===== src/hdl/ahb_pkg.sv =====
/*
 * AHB-Lite bus package
 *  - address and data word types
 *  - transfer-type encoding
 *  - master request and slave response structs
 *  - one-hot slave select struct
 *  - address map of the two memory regions
 */

package ahb_pkg;

	// ==================================================
	// basic bus types
	// ==================================================
	typedef logic [31:0] ahb_addr_t;
	typedef logic [31:0] ahb_data_t;

	// htrans encoding from the AMBA spec
	typedef enum logic [1:0] {
		IDLE   = 2'b00,
		BUSY   = 2'b01,
		NONSEQ = 2'b10,
		SEQ    = 2'b11
	} htrans_t;

	// ==================================================
	// bundled bus signals
	// ==================================================
	// master request, 78 bits
	typedef struct packed {
		ahb_addr_t  haddr;
		ahb_data_t  hwdata;
		htrans_t    htrans;
		logic       hwrite;
		logic [2:0] hsize;
		logic [2:0] hburst;
		logic [3:0] hprot;
		logic       hready;
	} mas_send_type;

	// slave response, 34 bits
	// hresp 0 = OKAY, 1 = ERROR
	typedef struct packed {
		logic      hreadyout;
		ahb_data_t hrdata;
		logic      hresp;
	} slv_send_type;

	// one-hot slave select
	typedef struct packed {
		logic inst;
		logic data;
		logic dflt;
	} slv_sel_t;

	// ==================================================
	// address map, 4 KiB per region
	// ==================================================
	localparam ahb_addr_t INST_BASE   = 32'h0000_0000;
	localparam ahb_addr_t DATA_BASE   = 32'h2000_0000;
	localparam ahb_addr_t REGION_MASK = 32'hFFFF_F000;

endpackage : ahb_pkg


===== src/hdl/ahb_bus.sv =====
/*
 * AHB-Lite interconnect, single master
 *  - fans the master request out to every slave with bus hready
 *  - address decoder drives the slave selects
 *  - response mux and default slave return the data phase
 */

`timescale 1ns/1ns

module ahb_bus
	import ahb_pkg::*;
(
	input  logic         hclk,
	input  logic         rst_n,
	// master side
	input  mas_send_type master_in,
	output slv_send_type master_out,
	// slave side
	output mas_send_type slave_inst_out,
	output mas_send_type slave_data_out,
	output logic         hsel_slave_inst,
	output logic         hsel_slave_data,
	input  slv_send_type slave_inst_in,
	input  slv_send_type slave_data_in
);

	slv_sel_t     sel;
	mas_send_type fwd_req;
	slv_send_type dflt_rsp;

	// ==================================================
	// request fan-out
	// ==================================================
	// every slave sees the muxed hreadyout as hready
	// the master's own hready field is dropped
	always_comb begin
		fwd_req        = master_in;
		fwd_req.hready = master_out.hreadyout;
	end

	assign slave_inst_out = fwd_req;
	assign slave_data_out = fwd_req;

	// ==================================================
	// decode
	// ==================================================
	ahb_decoder u_decoder (
		.haddr (master_in.haddr),
		.sel   (sel)
	);

	assign hsel_slave_inst = sel.inst;
	assign hsel_slave_data = sel.data;

	// unmapped space
	ahb_default_slave u_default_slave (
		.hclk  (hclk),
		.rst_n (rst_n),
		.hsel  (sel.dflt),
		.req   (fwd_req),
		.rsp   (dflt_rsp)
	);

	// ==================================================
	// response path
	// ==================================================
	ahb_resp_mux u_resp_mux (
		.hclk     (hclk),
		.rst_n    (rst_n),
		.sel      (sel),
		.hready   (master_out.hreadyout),
		.rsp_inst (slave_inst_in),
		.rsp_data (slave_data_in),
		.rsp_dflt (dflt_rsp),
		.rsp      (master_out)
	);

endmodule : ahb_bus


===== src/hdl/ahb_decoder.sv =====
/*
 * AHB-Lite address decoder
 *  - region compare of haddr against the memory map
 *  - one-hot select, default slave owns every unmapped address
 */

`timescale 1ns/1ns

module ahb_decoder
	import ahb_pkg::*;
(
	input  ahb_addr_t haddr,
	output slv_sel_t  sel
);

	// region hits
	logic hit_inst;
	logic hit_data;

	// ==================================================
	// region compare
	// ==================================================
	// only the bits above the 4 KiB offset take part
	assign hit_inst = ((haddr & REGION_MASK) == INST_BASE);
	assign hit_data = ((haddr & REGION_MASK) == DATA_BASE);

	// ==================================================
	// select generation
	// ==================================================
	// transfer qualification is left to the slaves
	// decoder looks at the address only
	always_comb begin
		sel      = '0;
		sel.inst = hit_inst;
		sel.data = hit_data;
		// nothing matched, so the default slave answers
		sel.dflt = ~(hit_inst | hit_data);
	end

endmodule : ahb_decoder


===== src/hdl/ahb_default_slave.sv =====
/*
 * AHB-Lite default slave
 *  - accepts non-idle transfers to unmapped space
 *  - two-cycle ERROR response, hrdata held at zero
 *  - IDLE and BUSY transfers get a zero-wait OKAY
 */

`timescale 1ns/1ns

module ahb_default_slave
	import ahb_pkg::*;
(
	input  logic         hclk,
	input  logic         rst_n,
	input  logic         hsel,
	input  mas_send_type req,
	output slv_send_type rsp
);

	// error sequence states
	typedef enum logic [1:0] {
		DS_IDLE,
		DS_ERR1,
		DS_ERR2
	} ds_state_t;

	ds_state_t state_q;
	ds_state_t state_d;
	logic      accept;

	// ==================================================
	// transfer qualification
	// ==================================================
	// real transfer only, pipeline must be advancing
	assign accept = hsel & req.hready &
	                ((req.htrans == NONSEQ) | (req.htrans == SEQ));

	// ==================================================
	// next state
	// ==================================================
	always_comb begin
		state_d = state_q;
		case (state_q)
			DS_IDLE: begin
				if (accept) begin
					state_d = DS_ERR1;
				end
			end
			// first cycle holds the bus
			DS_ERR1: begin
				state_d = DS_ERR2;
			end
			// hready is high here, a new unmapped access can follow
			DS_ERR2: begin
				state_d = accept ? DS_ERR1 : DS_IDLE;
			end
			default: begin
				state_d = DS_IDLE;
			end
		endcase
	end

	always_ff @(posedge hclk) begin
		if (!rst_n) begin
			state_q <= DS_IDLE;
		end else begin
			state_q <= state_d;
		end
	end

	// ==================================================
	// response
	// ==================================================
	// decoded straight from the state register
	always_comb begin
		rsp.hrdata    = '0;
		rsp.hresp     = (state_q == DS_ERR1) | (state_q == DS_ERR2);
		rsp.hreadyout = (state_q != DS_ERR1);
	end

endmodule : ahb_default_slave


===== src/hdl/ahb_resp_mux.sv =====
/*
 * AHB-Lite response multiplexer
 *  - data-phase owner register, loaded when hready is high
 *  - steers the owning slave's response back to the master
 */

`timescale 1ns/1ns

module ahb_resp_mux
	import ahb_pkg::*;
(
	input  logic         hclk,
	input  logic         rst_n,
	input  slv_sel_t     sel,
	input  logic         hready,
	input  slv_send_type rsp_inst,
	input  slv_send_type rsp_data,
	input  slv_send_type rsp_dflt,
	output slv_send_type rsp
);

	// slave that owns the current data phase
	slv_sel_t owner_q;

	// ==================================================
	// owner register
	// ==================================================
	// hready high marks the boundary between data phases
	// out of reset the default slave owns the bus, idle and ready
	always_ff @(posedge hclk) begin
		if (!rst_n) begin
			owner_q <= '{inst: 1'b0, data: 1'b0, dflt: 1'b1};
		end else if (hready) begin
			owner_q <= sel;
		end
	end

	// ==================================================
	// response steering
	// ==================================================
	always_comb begin
		if (owner_q.inst) begin
			rsp = rsp_inst;
		end else if (owner_q.data) begin
			rsp = rsp_data;
		end else begin
			// dflt, and anything not one-hot
			rsp = rsp_dflt;
		end
	end

endmodule : ahb_resp_mux


===== config.mk =====
export PLATFORM = sky130hd
export DESIGN_NAME = ahb_bus
export DESIGN_NICKNAME = d
export VERILOG_FILES = /design/src/hdl/ahb_pkg.sv /design/src/hdl/ahb_bus.sv /design/src/hdl/ahb_decoder.sv /design/src/hdl/ahb_default_slave.sv /design/src/hdl/ahb_resp_mux.sv
export SDC_FILE = /design/constraint.sdc
export NUM_CORES = 1
export LEC_CHECK = 0
export BUFFER_PORTS_ARGS = -buffer_cell sky130_fd_sc_hd__buf_2
export CAP_MARGIN = 15
export CORE_AREA = 2 2 131 133
export CTS_CLUSTER_SIZE = 30
export DETAILED_ROUTE_END_ITERATION = 10
export DIE_AREA = 0 0 133 135
export GPL_TIMING_DRIVEN = 0
export MAX_ROUTING_LAYER = met4
export PLACE_DENSITY = 0.43
export SETUP_SLACK_MARGIN = 0.02
export SYNTH_ARGS = -nofsm -noshare
export SYNTH_HDL_FRONTEND = slang
export SYNTH_HIERARCHICAL = 1
export SYNTH_SLANG_ARGS = --single-unit

===== constraint.sdc =====
create_clock -name hclk -period 4.3 [get_ports hclk]
set_clock_uncertainty 0.05 [all_clocks]
set_input_delay 0.86 -clock hclk [delete_from_list [all_inputs] [get_ports hclk]]
set_output_delay 0.86 -clock hclk [all_outputs]
set_load 0.005 [all_outputs]

; Yosys cells after proc, flatten, opt, wreduce, memory -nomap -nowiden
; Index checks and enable logic that the tools add are counted.
[word_totals]
reg_bits = 4
inputBits = 148
[op_classes]
n_eq_ne = 7
muxes = 5
n_bitwise = 6
n_reduce_logical = 2
[op_table]
columns = operator, count
row1 = 2-to-1 mux 34 bit, 2
row2 = zero test 32 bit, 1
row3 = == test 20 x 18 -> 1 bit (second input constant), 1
row4 = == test 2 bit (second input constant), 3
row5 = one-hot mux 2 bit (3 select lines), 1
row6 = != test 2 x 1 -> 1 bit (second input constant), 2
row7 = OR 1 bit, 3
row8 = AND 1 bit, 2
row9 = == test 2 x 1 -> 1 bit (second input constant), 1
row10 = zero test 2 bit, 1
row11 = 2-to-1 mux 2 bit, 1
row12 = 2-to-1 mux 1 bit, 1
row13 = NOT 1 bit, 1

; Logic depth before layout (Yosys ltp)
; Gate-level depths: netlist of the first run.
[logic_depth]
ltp_word = 8
mapped_depth = 8
mapped_depth_nobuf = 8

; Hierarchy
; The synthesis of the first run kept the hierarchy.
[modules_own_cells]
columns = module, n_inst, cells_per_inst, area_each_um2
row1 = ahb_bus, 1, 156, 1171.1
row2 = ahb_resp_mux, 1, 119, 828.3
row3 = ahb_default_slave, 1, 51, 409.1
row4 = ahb_decoder, 1, 12, 88.8

; Least setup slack after synthesis of the first run
; Ideal clock, no wire load.
[synth_path]
path_type = input to output
startpoint = input slave_data_in[33] (netlist bit)
endpoint = output slave_data_out[0] (netlist bit)
arrival_time_ns = 1.688
t_required_ns = 3.390
slack_ns = 1.702
path_stages = 3
path_cell_list = mux2i_1 > o21ai_0 > buf_4
[synth_rtl]
columns = item, line_no
row1 = start: declaration, ahb_bus.sv:24  ; input slv_send_type slave_data_in
row2 = end: declaration, ahb_bus.sv:20  ; output mas_send_type slave_data_out,

; Worst setup path after layout of the first run
[layout_path]
startpoint = input master_in[59] (netlist bit)
endpoint = output hsel_slave_data
[layout_between]
elab_chain_len = 1
[layout_rtl]
columns = item, line_no
row1 = start: declaration, ahb_bus.sv:16  ; input mas_send_type master_in,
row2 = == test 20 x 18 -> 1 bit, ahb_decoder.sv:25  ; assign hit_data = ((haddr & REGION_MASK) == DATA_BASE);
row3 = end: declaration, ahb_bus.sv:22  ; output logic hsel_slave_data,
; Every way passes these cells.

==> run_results.csv, run 1 <==
group,metric,value,unit
critical_path,cp-start-kind,"input port",
pwr,powerDensity,117,mW/mm2
finish,drive_gt1_share,74.5,%
route,post_drt_wl_per_cell,9.65,um
yosys,synth_area_leaders,"buf_4 (58%), mux2i_1 (14%), o21ai_1 (5.8%)",
clock_tree,ctsResizeCount,0,
critical_path,ff2ff_path_depth,7,
clock_tree,cts_tree,"built",
sta,finalSetupViolations,0,
route,via_per_inst,3.26,
sta,worstMarginPinSlew,0.901,ns
clock_tree,clkTransAtPathRegs,0.03,ns
clock_tree,insertion_delay,0.22,ns
worst_hold_path,worstHoldStart,"u_default_slave/state_q[0]",
yosys,ys_seq_area_share,3.21,%
yosys,synthCells,338,
pwr,power,510,uW
run_status,status,"complete, no violations",
critical_path,worstPathCellList,"buf_2 -> nor4_1 -> nand4_1 -> nor4_2 -> buf_4 -> buf_2",
pwr,leakage,2.49,nW
sta,rsz0062_at_grt,"no",
clock_tree,clk_path_buf_depth,2,
global_routing,overflow,0,
global_routing,antenna_found_initial,0,
sta,relSlewSlack,39.3,%
finish,nets,809,
sta,max_freq,336,MHz
finish,antenna_cells,0,
sta,drv_slew,0,
clock_tree,cts_buffers,3,
route,wl,8440,um
floorplan,design.portCount,340,
sta,period_minus_slack,2.98,ns
critical_path,crit_path_end_kind,"output pin",
finish,area_delta_synth_final,75.2,%
route,num_vias,2849,
finish,final_core_util,26.7,%
critical_path,slowest_delay,0.34,ns
floorplan,start_util,15.2,%
sta,fin_setup_tns,0,ns
clock_tree,cts_sinks,4,
critical_path,crit_required,3.39,ns
global_routing,grt_usage,8.52,%
placement,place_congestion,0.718,
worst_hold_path,whs_path_depth,2,
clock_tree,post_cts_buffers,0,
global_routing,grt_max_degree,11,
yosys,yosys_warnings,6,
job,max_cap_viol_count,0,
critical_path,worst_ep_arrival_time,2.07,ns
global_routing,grt_pass1_vias,2556,
placement,port_buffers,282,
placement,hpwl,7640,um
critical_path,rrSetupSlack,2.13,ns
finish,layout_common_cells,"buf_2 (283), buf_4 (193), mux2i_1 (36), nand2_1 (35), conb_1 (32)",
clock_tree,htree_levels,1,
floorplan,core_area,0.0164,mm2
yosys,syn-cell-area,0.00250,mm2
clock_tree,root_buffer,"clkbuf_16",
route,drtAntennaViolNets,0,
yosys,yosysTopAreaCell,"buf_4",
critical_path,timing.rr.start,"u_default_slave/state_q[1]",
route,drtIter0Drc,28,
route,drcViolationCount,0,
floorplan,die_y,135,um
sta,fin_crit_sh,69.3,%
worst_hold_path,min_to,"u_default_slave/state_q[0]",
critical_path,cpMaxStageDelayCell,"nor4_1",
floorplan,chipWidth,133,um
global_routing,grt_pass1_wl,12100,um
finish,final_common_cell,"buf_2",
route,drtPass1Iterations,4,
pwr,irDropWorstVdd,0.0483,mV
critical_path,cp_max_fo,3,
yosys,syn_area_per_cell,7.39,um2
floorplan,die_area,0.0180,mm2
yosys,synth_top_area_share,58.0,%
yosys,yosys_register_bits,4,
yosys,synth_cell_type_count,27,
floorplan,rows,47,
clock_tree,cts_hold_buf,0,
critical_path,regToRegEndpoint,"u_default_slave/state_q[1]",
sta,hold_viol,0,
worst_hold_path,hold_class,"flip-flop to flip-flop",
critical_path,crit_type,"input port to output pin",
critical_path,cpMostUsedCell,"buf_2",
==> power breakdown <==
group          switching [mW]  internal [mW]
registers             0.00251         0.0395
clock network          0.0268          0.119
logic                   0.106          0.217
==> worst max-delay path by stage <==
stage / start / end / slack (ns) / cells past startpoint
after floorplan: slave_data_in[33] / slave_data_out[0] / 1.70 / 3
after global placement: master_in[59] / hsel_slave_data / 1.24 / 6
after detailed placement: master_in[59] / hsel_slave_data / 1.23 / 6
after CTS: master_in[59] / hsel_slave_data / 1.23 / 6
after global routing: u_default_slave/state_q[1] / slave_data_out[0] / 1.09 / 7
final: master_in[59] / hsel_slave_data / 1.32 / 6
==> final cells by class <==
cell class / instances / area (um2)
fill: 1816 / 12000
buffer: 201 / 1540
timing repair buffer: 282 / 1410
multi-input combinational: 161 / 986
tap: 220 / 275
sequential: 4 / 80.1
clock buffer: 3 / 75.1
inverter: 3 / 11.3
==> critical path, delay by kind of cell <==
kind / cells / cell delay (ns)
simple gates: 3 / 0.81
buf+inv: 3 / 0.39
==> routing by layer <==
| metal | wire length [um] | vias up | global-route usage (%) |
|---|---|---|---|
| li1 | - | 1515 | - |
| met1 | 3070 | 1128 | 9.07 |
| met2 | 4390 | 201 | 16.6 |
| met3 | 900 | 5 | 1.24 |
| met4 | 73 | 0 | 1.97 |
| met5 | 0 | - | - |
==> synthesized netlist by cell type <==
cell type and count:
a21boi_1 1, a21oi_1 1, a41o_1 1, and4b_1 1
buf_12 3, buf_2 1, buf_4 193, buf_6 1
clkbuf_1 3, conb_1 1, dfxtp_1 4, ha_1 5
inv_1 3, mux2i_1 36, nand2_1 35, nand2b_1 1
nand3_1 2, nand4_1 1, nor2b_1 2, nor3_1 1
nor4_1 3, nor4_2 2, o21ai_0 4, o21ai_1 29
o21ai_2 2, or2_1 1, or3_1 1
==> sequential cells by signal (all words and copies together) (netlist names) <==
signal	flops
u_resp_mux/owner_q	2
u_default_slave/state_q	2
==> per-stage QoR <==
step                cell area, um2  hold slack [ns]  setup slack [ns]  std cells
floorplan                     2610            0.443              1.70        369
global placement              4300            0.485              1.24        871
detailed placement            4300            0.480              1.23        871
CTS                           4380            0.486              1.23        874
global route                  4380            0.505              1.09        874
finish                        4380            0.480              1.32        874
==> kinds of logic after synthesis <==
logic type                 Yosys count  synth area share (%)
muxes                               36                  14.4
other                                1                 0.150
and+or+nand+nor                     50                  9.52
buffers and inverters              204                  62.0
AOI/OAI and AO/OA                   38                  8.22
adders and majority gates            5                  2.51
DFF                                  4                  3.21
No activity file was read; power rests on OpenSTA's default activity.
==> inputs of run 2 (changes only) <==
Settings changed: ABC_AREA set to 1, CORE_AREA 2 2 131 133 to 2 2 130 132, DIE_AREA 0 0 133 135 to 0 0 132 134, PLACE_DENSITY 0.43 to 0.47.
Clock period 4.3 ns to 3.1 ns, I/O delays scaled along.
==> run 2 against run 1 <==
Against the previous run: highest routed layer unchanged; register-to-register slack lost 0.71 ns; non-clock buffer count is 3 higher; synthesized cell count is 53% higher; utilization up 2.9 points; first-iteration DRC count increased by 54%; worst hold slack improved by 0.034 ns; final area is 10% higher; global-route usage grew 1.5 points.
==> run_results.csv, run 2 <==
group,metric,value,unit
worst_hold_path,worstHoldStart,"u_default_slave/state_q[0]",
placement,place_congestion,0.726,
critical_path,crit_family,"buffers and inverters",
clock_tree,ctsResizeCount,0,
route,post_drt_wl_per_cell,9.09,um
worst_hold_path,whs_path_depth,2,
finish,area_delta_synth_final,64.0,%
critical_path,cpMostUsedCell,"inv_1",
yosys,synth_cell_type_count,19,
placement,dpl_worst_slack,0.956,ns
floorplan,start_util,18.0,%
critical_path,timing.rr.start,"u_default_slave/state_q[1]",
yosys,synth_ff_type,"dfxtp_1",
critical_path,rrSetupSlack,1.42,ns
clock_tree,cts_sinks,4,
global_routing,grt_pass1_wl,14200,um
run_status,status,"complete, no violations",
route,wl,9590,um
pwr,leakage,3.16,nW
clock_tree,clkTransAtPathRegs,0.03,ns
route,drtAntennaViolNets,0,
finish,largest_registers,"u_default_slave/state_q x2, u_resp_mux/owner_q x2",
worst_hold_path,hold_class,"flip-flop to flip-flop",
floorplan,chipWidth,132,um
yosys,syn_area_per_cell,5.67,um2
global_routing,antenna_found_initial,1,
yosys,synth_area_leaders,"buf_4 (50%), nand2_1 (18%), inv_1 (12%)",
critical_path,cp_max_fo,7,
critical_path,cpMaxStageDelayCell,"dfxtp_1",
yosys,synthTopCellsByCount,"buf_4 (194), nand2_1 (139), inv_1 (94)",
worst_hold_path,min_to,"u_default_slave/state_q[0]",
sta,fin_ws,0.880,ns
yosys,ys_seq_area_share,2.73,%
finish,multi_input_area,0.00105,mm2
clock_tree,post_cts_buffers,0,
route,drcViolationCount,0,
clock_tree,cts_hold_buf,0,
sta,rsz0062_at_grt,"no",
floorplan,design.portCount,340,
sta,period_minus_slack,2.22,ns
floorplan,core_area,0.0163,mm2
clock_tree,root_buffer,"clkbuf_16",
pwr,powerDensity,281,mW/mm2
route,drtPass1Iterations,4,
yosys,yosysTopAreaCell,"buf_4",
floorplan,rows,47,
critical_path,slowest_delay,0.35,ns
sta,fin_crit_sh,71.6,%
sta,hold_viol,0,
yosys,synth_edf_count,0,
placement,hpwl,8540,um
yosys,yosys_warnings,6,
yosys,yosys_register_bits,4,
route,drtIter0Drc,43,
job,max_cap_viol_count,0,
finish,layout_common_cells,"buf_2 (285), buf_4 (194), nand2_1 (139), inv_1 (94), nand3_1 (37)",
clock_tree,cts_tree,"built",
floorplan,die_area,0.0177,mm2
yosys,synth_top_area_share,49.6,%
finish,regArea,80.1,um2
pwr,irDropWorstVdd,0.200,mV
floorplan,die_y,134,um
finish,final.fill_count,1863,
yosys,synthArstFlopShare,0,%
route,via_per_inst,3.21,
yosys,syn-cell-area,0.00294,mm2
clock_tree,clk_path_buf_depth,2,
critical_path,ff2ff_path_depth,10,
finish,final_common_cell,"buf_2",
critical_path,cp-start-kind,"flip-flop",
global_routing,grt_pass1_vias,2980,
clock_tree,cts_buffers,3,
global_routing,grt_max_degree,11,
sta,max_freq,450,MHz
yosys,yosysMostFrequentCell,"buf_4",
yosys,synthCells,518,
critical_path,crit_type,"flip-flop to output pin",
critical_path,startpoint,"u_default_slave/state_q[1]",
critical_path,regToRegEndpoint,"u_default_slave/state_q[1]",
clock_tree,insertion_delay,0.22,ns
critical_path,crit_path_end_kind,"output pin",
critical_path,crit_required,2.43,ns
route,num_vias,3386,
global_routing,grt_usage,10.1,%
critical_path,worst_ep_arrival_time,1.55,ns
finish,drive_gt1_share,60.3,%
placement,port_buffers,282,
critical_path,path_buf_inv,5,
global_routing,overflow,0,
sta,drv_slew,0,
clock_tree,htree_levels,1,
sta,fin_setup_tns,0,ns
finish,nets,989,
critical_path,worstPathCellList,"inv_1 -> ha_1 -> inv_1 -> inv_1 -> nand2_1 -> nand3_1 -> nand2_1 -> buf_4 -> buf_2",
sta,finalSetupViolations,0,
## run 2: metrics by stage
| stage | hold WS (ns) | power [mW] | utilization (%) | instance area (um2) | instances |
|---|---|---|---|---|---|
| floorplan | 0.473 | 0.751 | - | 3050 | 549 |
| global placement | 0.516 | 1.19 | 29.1 | 4740 | 1051 |
| detailed placement | 0.521 | 1.19 | 29.1 | 4740 | 1051 |
| CTS | 0.528 | 1.39 | 29.6 | 4820 | 1054 |
| global route | 0.574 | 1.52 | 29.6 | 4820 | 1055 |
| finish | 0.514 | 1.36 | 29.6 | 4820 | 1055 |
## run 2: where the power goes
group | internal [mW] | total [mW] | leakage [nW] | switching (mW)
registers | 0.0698 | 0.0853 | 0.0329 | 0.0154
logic | 0.564 | 1.07 | 3.09 | 0.510
clock network | 0.164 | 0.197 | 0.0370 | 0.0324
total | 0.798 | 1.36 | 3.16 | 0.558
## run 2: cell type report
class	instances	share of cell area, %
multi-input combinational	245	21.8
tap	220	5.71
sequential	4	1.66
timing repair buffer	282	29.3
inverter	96	7.63
buffer	204	32.3
clock buffer	3	1.56
antenna	1	0.0519
## run 2: per-layer routing
metal | up-vias | GRT usage, % | wire [um]
li1 | 1906 | - | -
met1 | 1325 | 11.4 | 3900
met2 | 151 | 18.5 | 4910
met3 | 4 | 1.59 | 672
met4 | 0 | 2.42 | 109
met5 | - | - | 0
## run 2: logic make-up after synthesis
| family | count (synthesis) | share of synthesized area, % |
|---|---|---|
| buffers and inverters | 300 | 65.4 |
| AO/OA/AOI/OAI | 5 | 0.979 |
| AND/OR/NAND/NOR | 203 | 28.6 |
| flip-flops | 4 | 2.73 |
| other | 1 | 0.128 |
| adder cells (fa/ha/maj) | 5 | 2.13 |
## run 2: how the worst max path moves through the flow
stage | to | slack [ns] | cells after the start
global route | slave_data_out[0] | 0.70 | 9
detailed placement | hsel_slave_data | 0.96 | 10
floorplan | hsel_slave_inst | 1.30 | 6
CTS | slave_data_out[0] | 0.82 | 9
finish | slave_data_out[0] | 0.88 | 9
global placement | hsel_slave_data | 0.96 | 10
## run 2: worst register-to-register path, cell delays in order, from the launching register on
cell and delay, ns:
dfxtp_1 0.35, inv_1 0.10, ha_1 0.18, inv_1 0.05, inv_1 0.03, nand2_1 0.05, nand3_1 0.07, nand2_1 0.24
nand3_1 0.22, a21oi_1 0.17, nor2_1 0.06
==> inputs of run 3 (changes only) <==
Settings changed: ABC_AREA 1 to 0, CORE_AREA 2 2 130 132 to 2 2 133 135, DIE_AREA 0 0 132 134 to 0 0 135 137, PLACE_DENSITY 0.47 to 0.42.
Clock period 3.1 ns to 2.21 ns, I/O delays scaled along.
==> run 3 against run 2 <==
Against the previous run: setup slack worse by 0.78 ns; wire length shrank 11%; worst hold slack worse by 0.068 ns; final area decreased by 8.7%; global-route usage is 2.0 points lower; non-clock buffer count down 3; highest routed layer unchanged; sequential power down 3.4%; die area up 4.6%; power fell by 26%.
==> run_results.csv, run 3 (synthesized netlist as in run 1, its figures left out) <==
group,metric,value,unit
clock_tree,root_buffer,"clkbuf_16",
placement,dpl_worst_slack,-0.0784,ns
pwr,irDropWorstVdd,0.104,mV
sta,worstMarginPinSlew,0.525,ns
pwr,powerDensity,227,mW/mm2
critical_path,crit_required,1.72,ns
finish,area_delta_synth_final,76.2,%
clock_tree,htree_levels,1,
critical_path,crit_end,"hsel_slave_data",
global_routing,antenna_found_initial,0,
worst_hold_path,hold_class,"input port to flip-flop",
placement,place_congestion,0.721,
route,wl,8500,um
global_routing,grt_usage,8.10,%
finish,largest_registers,"u_default_slave/state_q x2, u_resp_mux/owner_q x2",
clock_tree,clk_path_buf_depth,2,
sta,rsz0062_at_grt,"no",
global_routing,grt_pass1_vias,2482,
critical_path,cp_max_fo,3,
clock_tree,cts_hold_buf,0,
sta,drv_slew,0,
finish,layoutNonFillerInstCount,879,
route,via_per_inst,3.26,
global_routing,grt_max_degree,11,
critical_path,startpoint,"master_in[62]",
route,drcViolationCount,0,
finish,final_common_cell,"buf_2",
clock_tree,cts_sinks,4,
pwr,leakage,2.49,nW
global_routing,overflow,0,
sta,fin_ws,0.105,ns
sta,hold_viol,0,
finish,nets,809,
critical_path,crit_type,"input port to output pin",
finish,final_core_util,25.8,%
sta,relSlewSlack,65.0,%
clock_tree,clkTransAtPathRegs,0.03,ns
floorplan,core_area,0.0171,mm2
route,drtIter0Drc,40,
sta,period_minus_slack,2.11,ns
placement,place_inst,876,
route,drtPass1Iterations,4,
finish,drive_gt1_share,74.8,%
floorplan,die_y,137,um
finish,final.fill_count,1946,
critical_path,cp-start-kind,"input port",
global_routing,grt_pass1_wl,11700,um
floorplan,design.portCount,340,
route,drtAntennaViolNets,0,
route,num_vias,2867,
worst_hold_path,worstHoldStart,"rst_n",
clock_tree,cts_tree,"built",
clock_tree,post_cts_buffers,0,
route,post_drt_wl_per_cell,9.67,um
floorplan,rows,48,
floorplan,die_area,0.0185,mm2
run_status,status,"complete, no violations",
critical_path,crit_path_end_kind,"output pin",
sta,fin_crit_sh,95.2,%
finish,regArea,80.1,um2
placement,port_buffers,282,
finish,multi_input_area,0.00100,mm2
critical_path,rrSetupSlack,0.60,ns
floorplan,start_util,14.6,%
critical_path,timing.rr.start,"u_resp_mux/owner_q[2]",
floorplan,chipWidth,135,um
critical_path,worst_ep_arrival_time,1.61,ns
critical_path,ff2ff_path_depth,5,
job,max_cap_viol_count,0,
finish,antenna_cells,0,
finish,layout_common_cells,"buf_2 (283), buf_4 (193), mux2i_1 (36), nand2_1 (35), conb_1 (32)",
sta,max_freq,475,MHz
placement,hpwl,7590,um
sta,finalSetupViolations,0,
critical_path,regToRegEndpoint,"u_default_slave/state_q[1]",
clock_tree,cts_buffers,3,
clock_tree,insertion_delay,0.23,ns
-- run 3: cell count changes in the layout (fill, tap and decap cells not counted), sizes merged, moves of 15 or more --
cell | previous run | this run
nand2 | 149 | 35
inv | 96 | 3
mux2i | 0 | 36
nand3 | 37 | 2
o21ai | 3 | 35
nor2 | 15 | 0
-- run 3: where the power goes --
part | switching, mW | internal [mW] | total [mW] | leakage [nW]
Sequential | 0.00552 | 0.0769 | 0.0824 | 0.0325
Combinational | 0.210 | 0.423 | 0.633 | 2.42
Clock | 0.0520 | 0.231 | 0.283 | 0.0370
-- run 3: routing by layer --
metal / part of all wire [%] / GRT usage, % / vias up
met5: 0 / - / -
met4: 0.85 / 1.91 / 0
met3: 9.5 / 0.593 / 5
met2: 53 / 15.8 / 186
met1: 37 / 8.91 / 1164
li1: - / - / 1512
-- run 3: final cells by class --
cell class	instances	share of cell area, %
Inverter	3	0.256
Timing Repair Buffer	282	32.1
Tap cell	225	6.40
Clock buffer	3	1.71
Multi-Input combinational cell	161	22.8
Buffer	201	34.9
Sequential cell	4	1.82
-- run 3: worst max-delay path, cell delays in order --
cell and delay [ns]:
buf_2 0.12, nor4_1 0.34, nand4_1 0.21, nor4_2 0.24, buf_4 0.15, buf_2 0.11
-- run 3: metrics by stage --
step	area (um2)	power, mW	setup TNS (ns)	hold WS [ns]
floorplan	2610	0.436	0	0.443
global placement	4310	0.723	-0.337	0.491
detailed placement	4310	0.720	-0.154	0.487
CTS	4390	1.01	0	0.450
global route	4400	1.08	0	0.474
finish	4400	0.999	0	0.446
-- run 3: timing repair --
| action | in CTS | in global routing |
|---|---|---|
| hold endpoints to repair | 0 | 0 |
| pin swaps | 0 | 1 |
| gates resized for setup | 2 | 2 |
| setup endpoints to repair | 4 | 4 |
-- run 3: worst min-delay path by stage --
| stage | to | slack [ns] | cells after the start |
|---|---|---|---|
| 2_1_floorplan | u_default_slave/state_q[0] | 0.44 | 2 |
| 3_3_place_gp | u_default_slave/state_q[0] | 0.49 | 2 |
| 3_5_place_dp | u_default_slave/state_q[0] | 0.49 | 2 |
| 4_1_cts | u_resp_mux/owner_q[1] | 0.45 | 2 |
| 5_1_grt | u_default_slave/state_q[0] | 0.47 | 2 |
| 6_report | u_resp_mux/owner_q[1] | 0.45 | 2 |
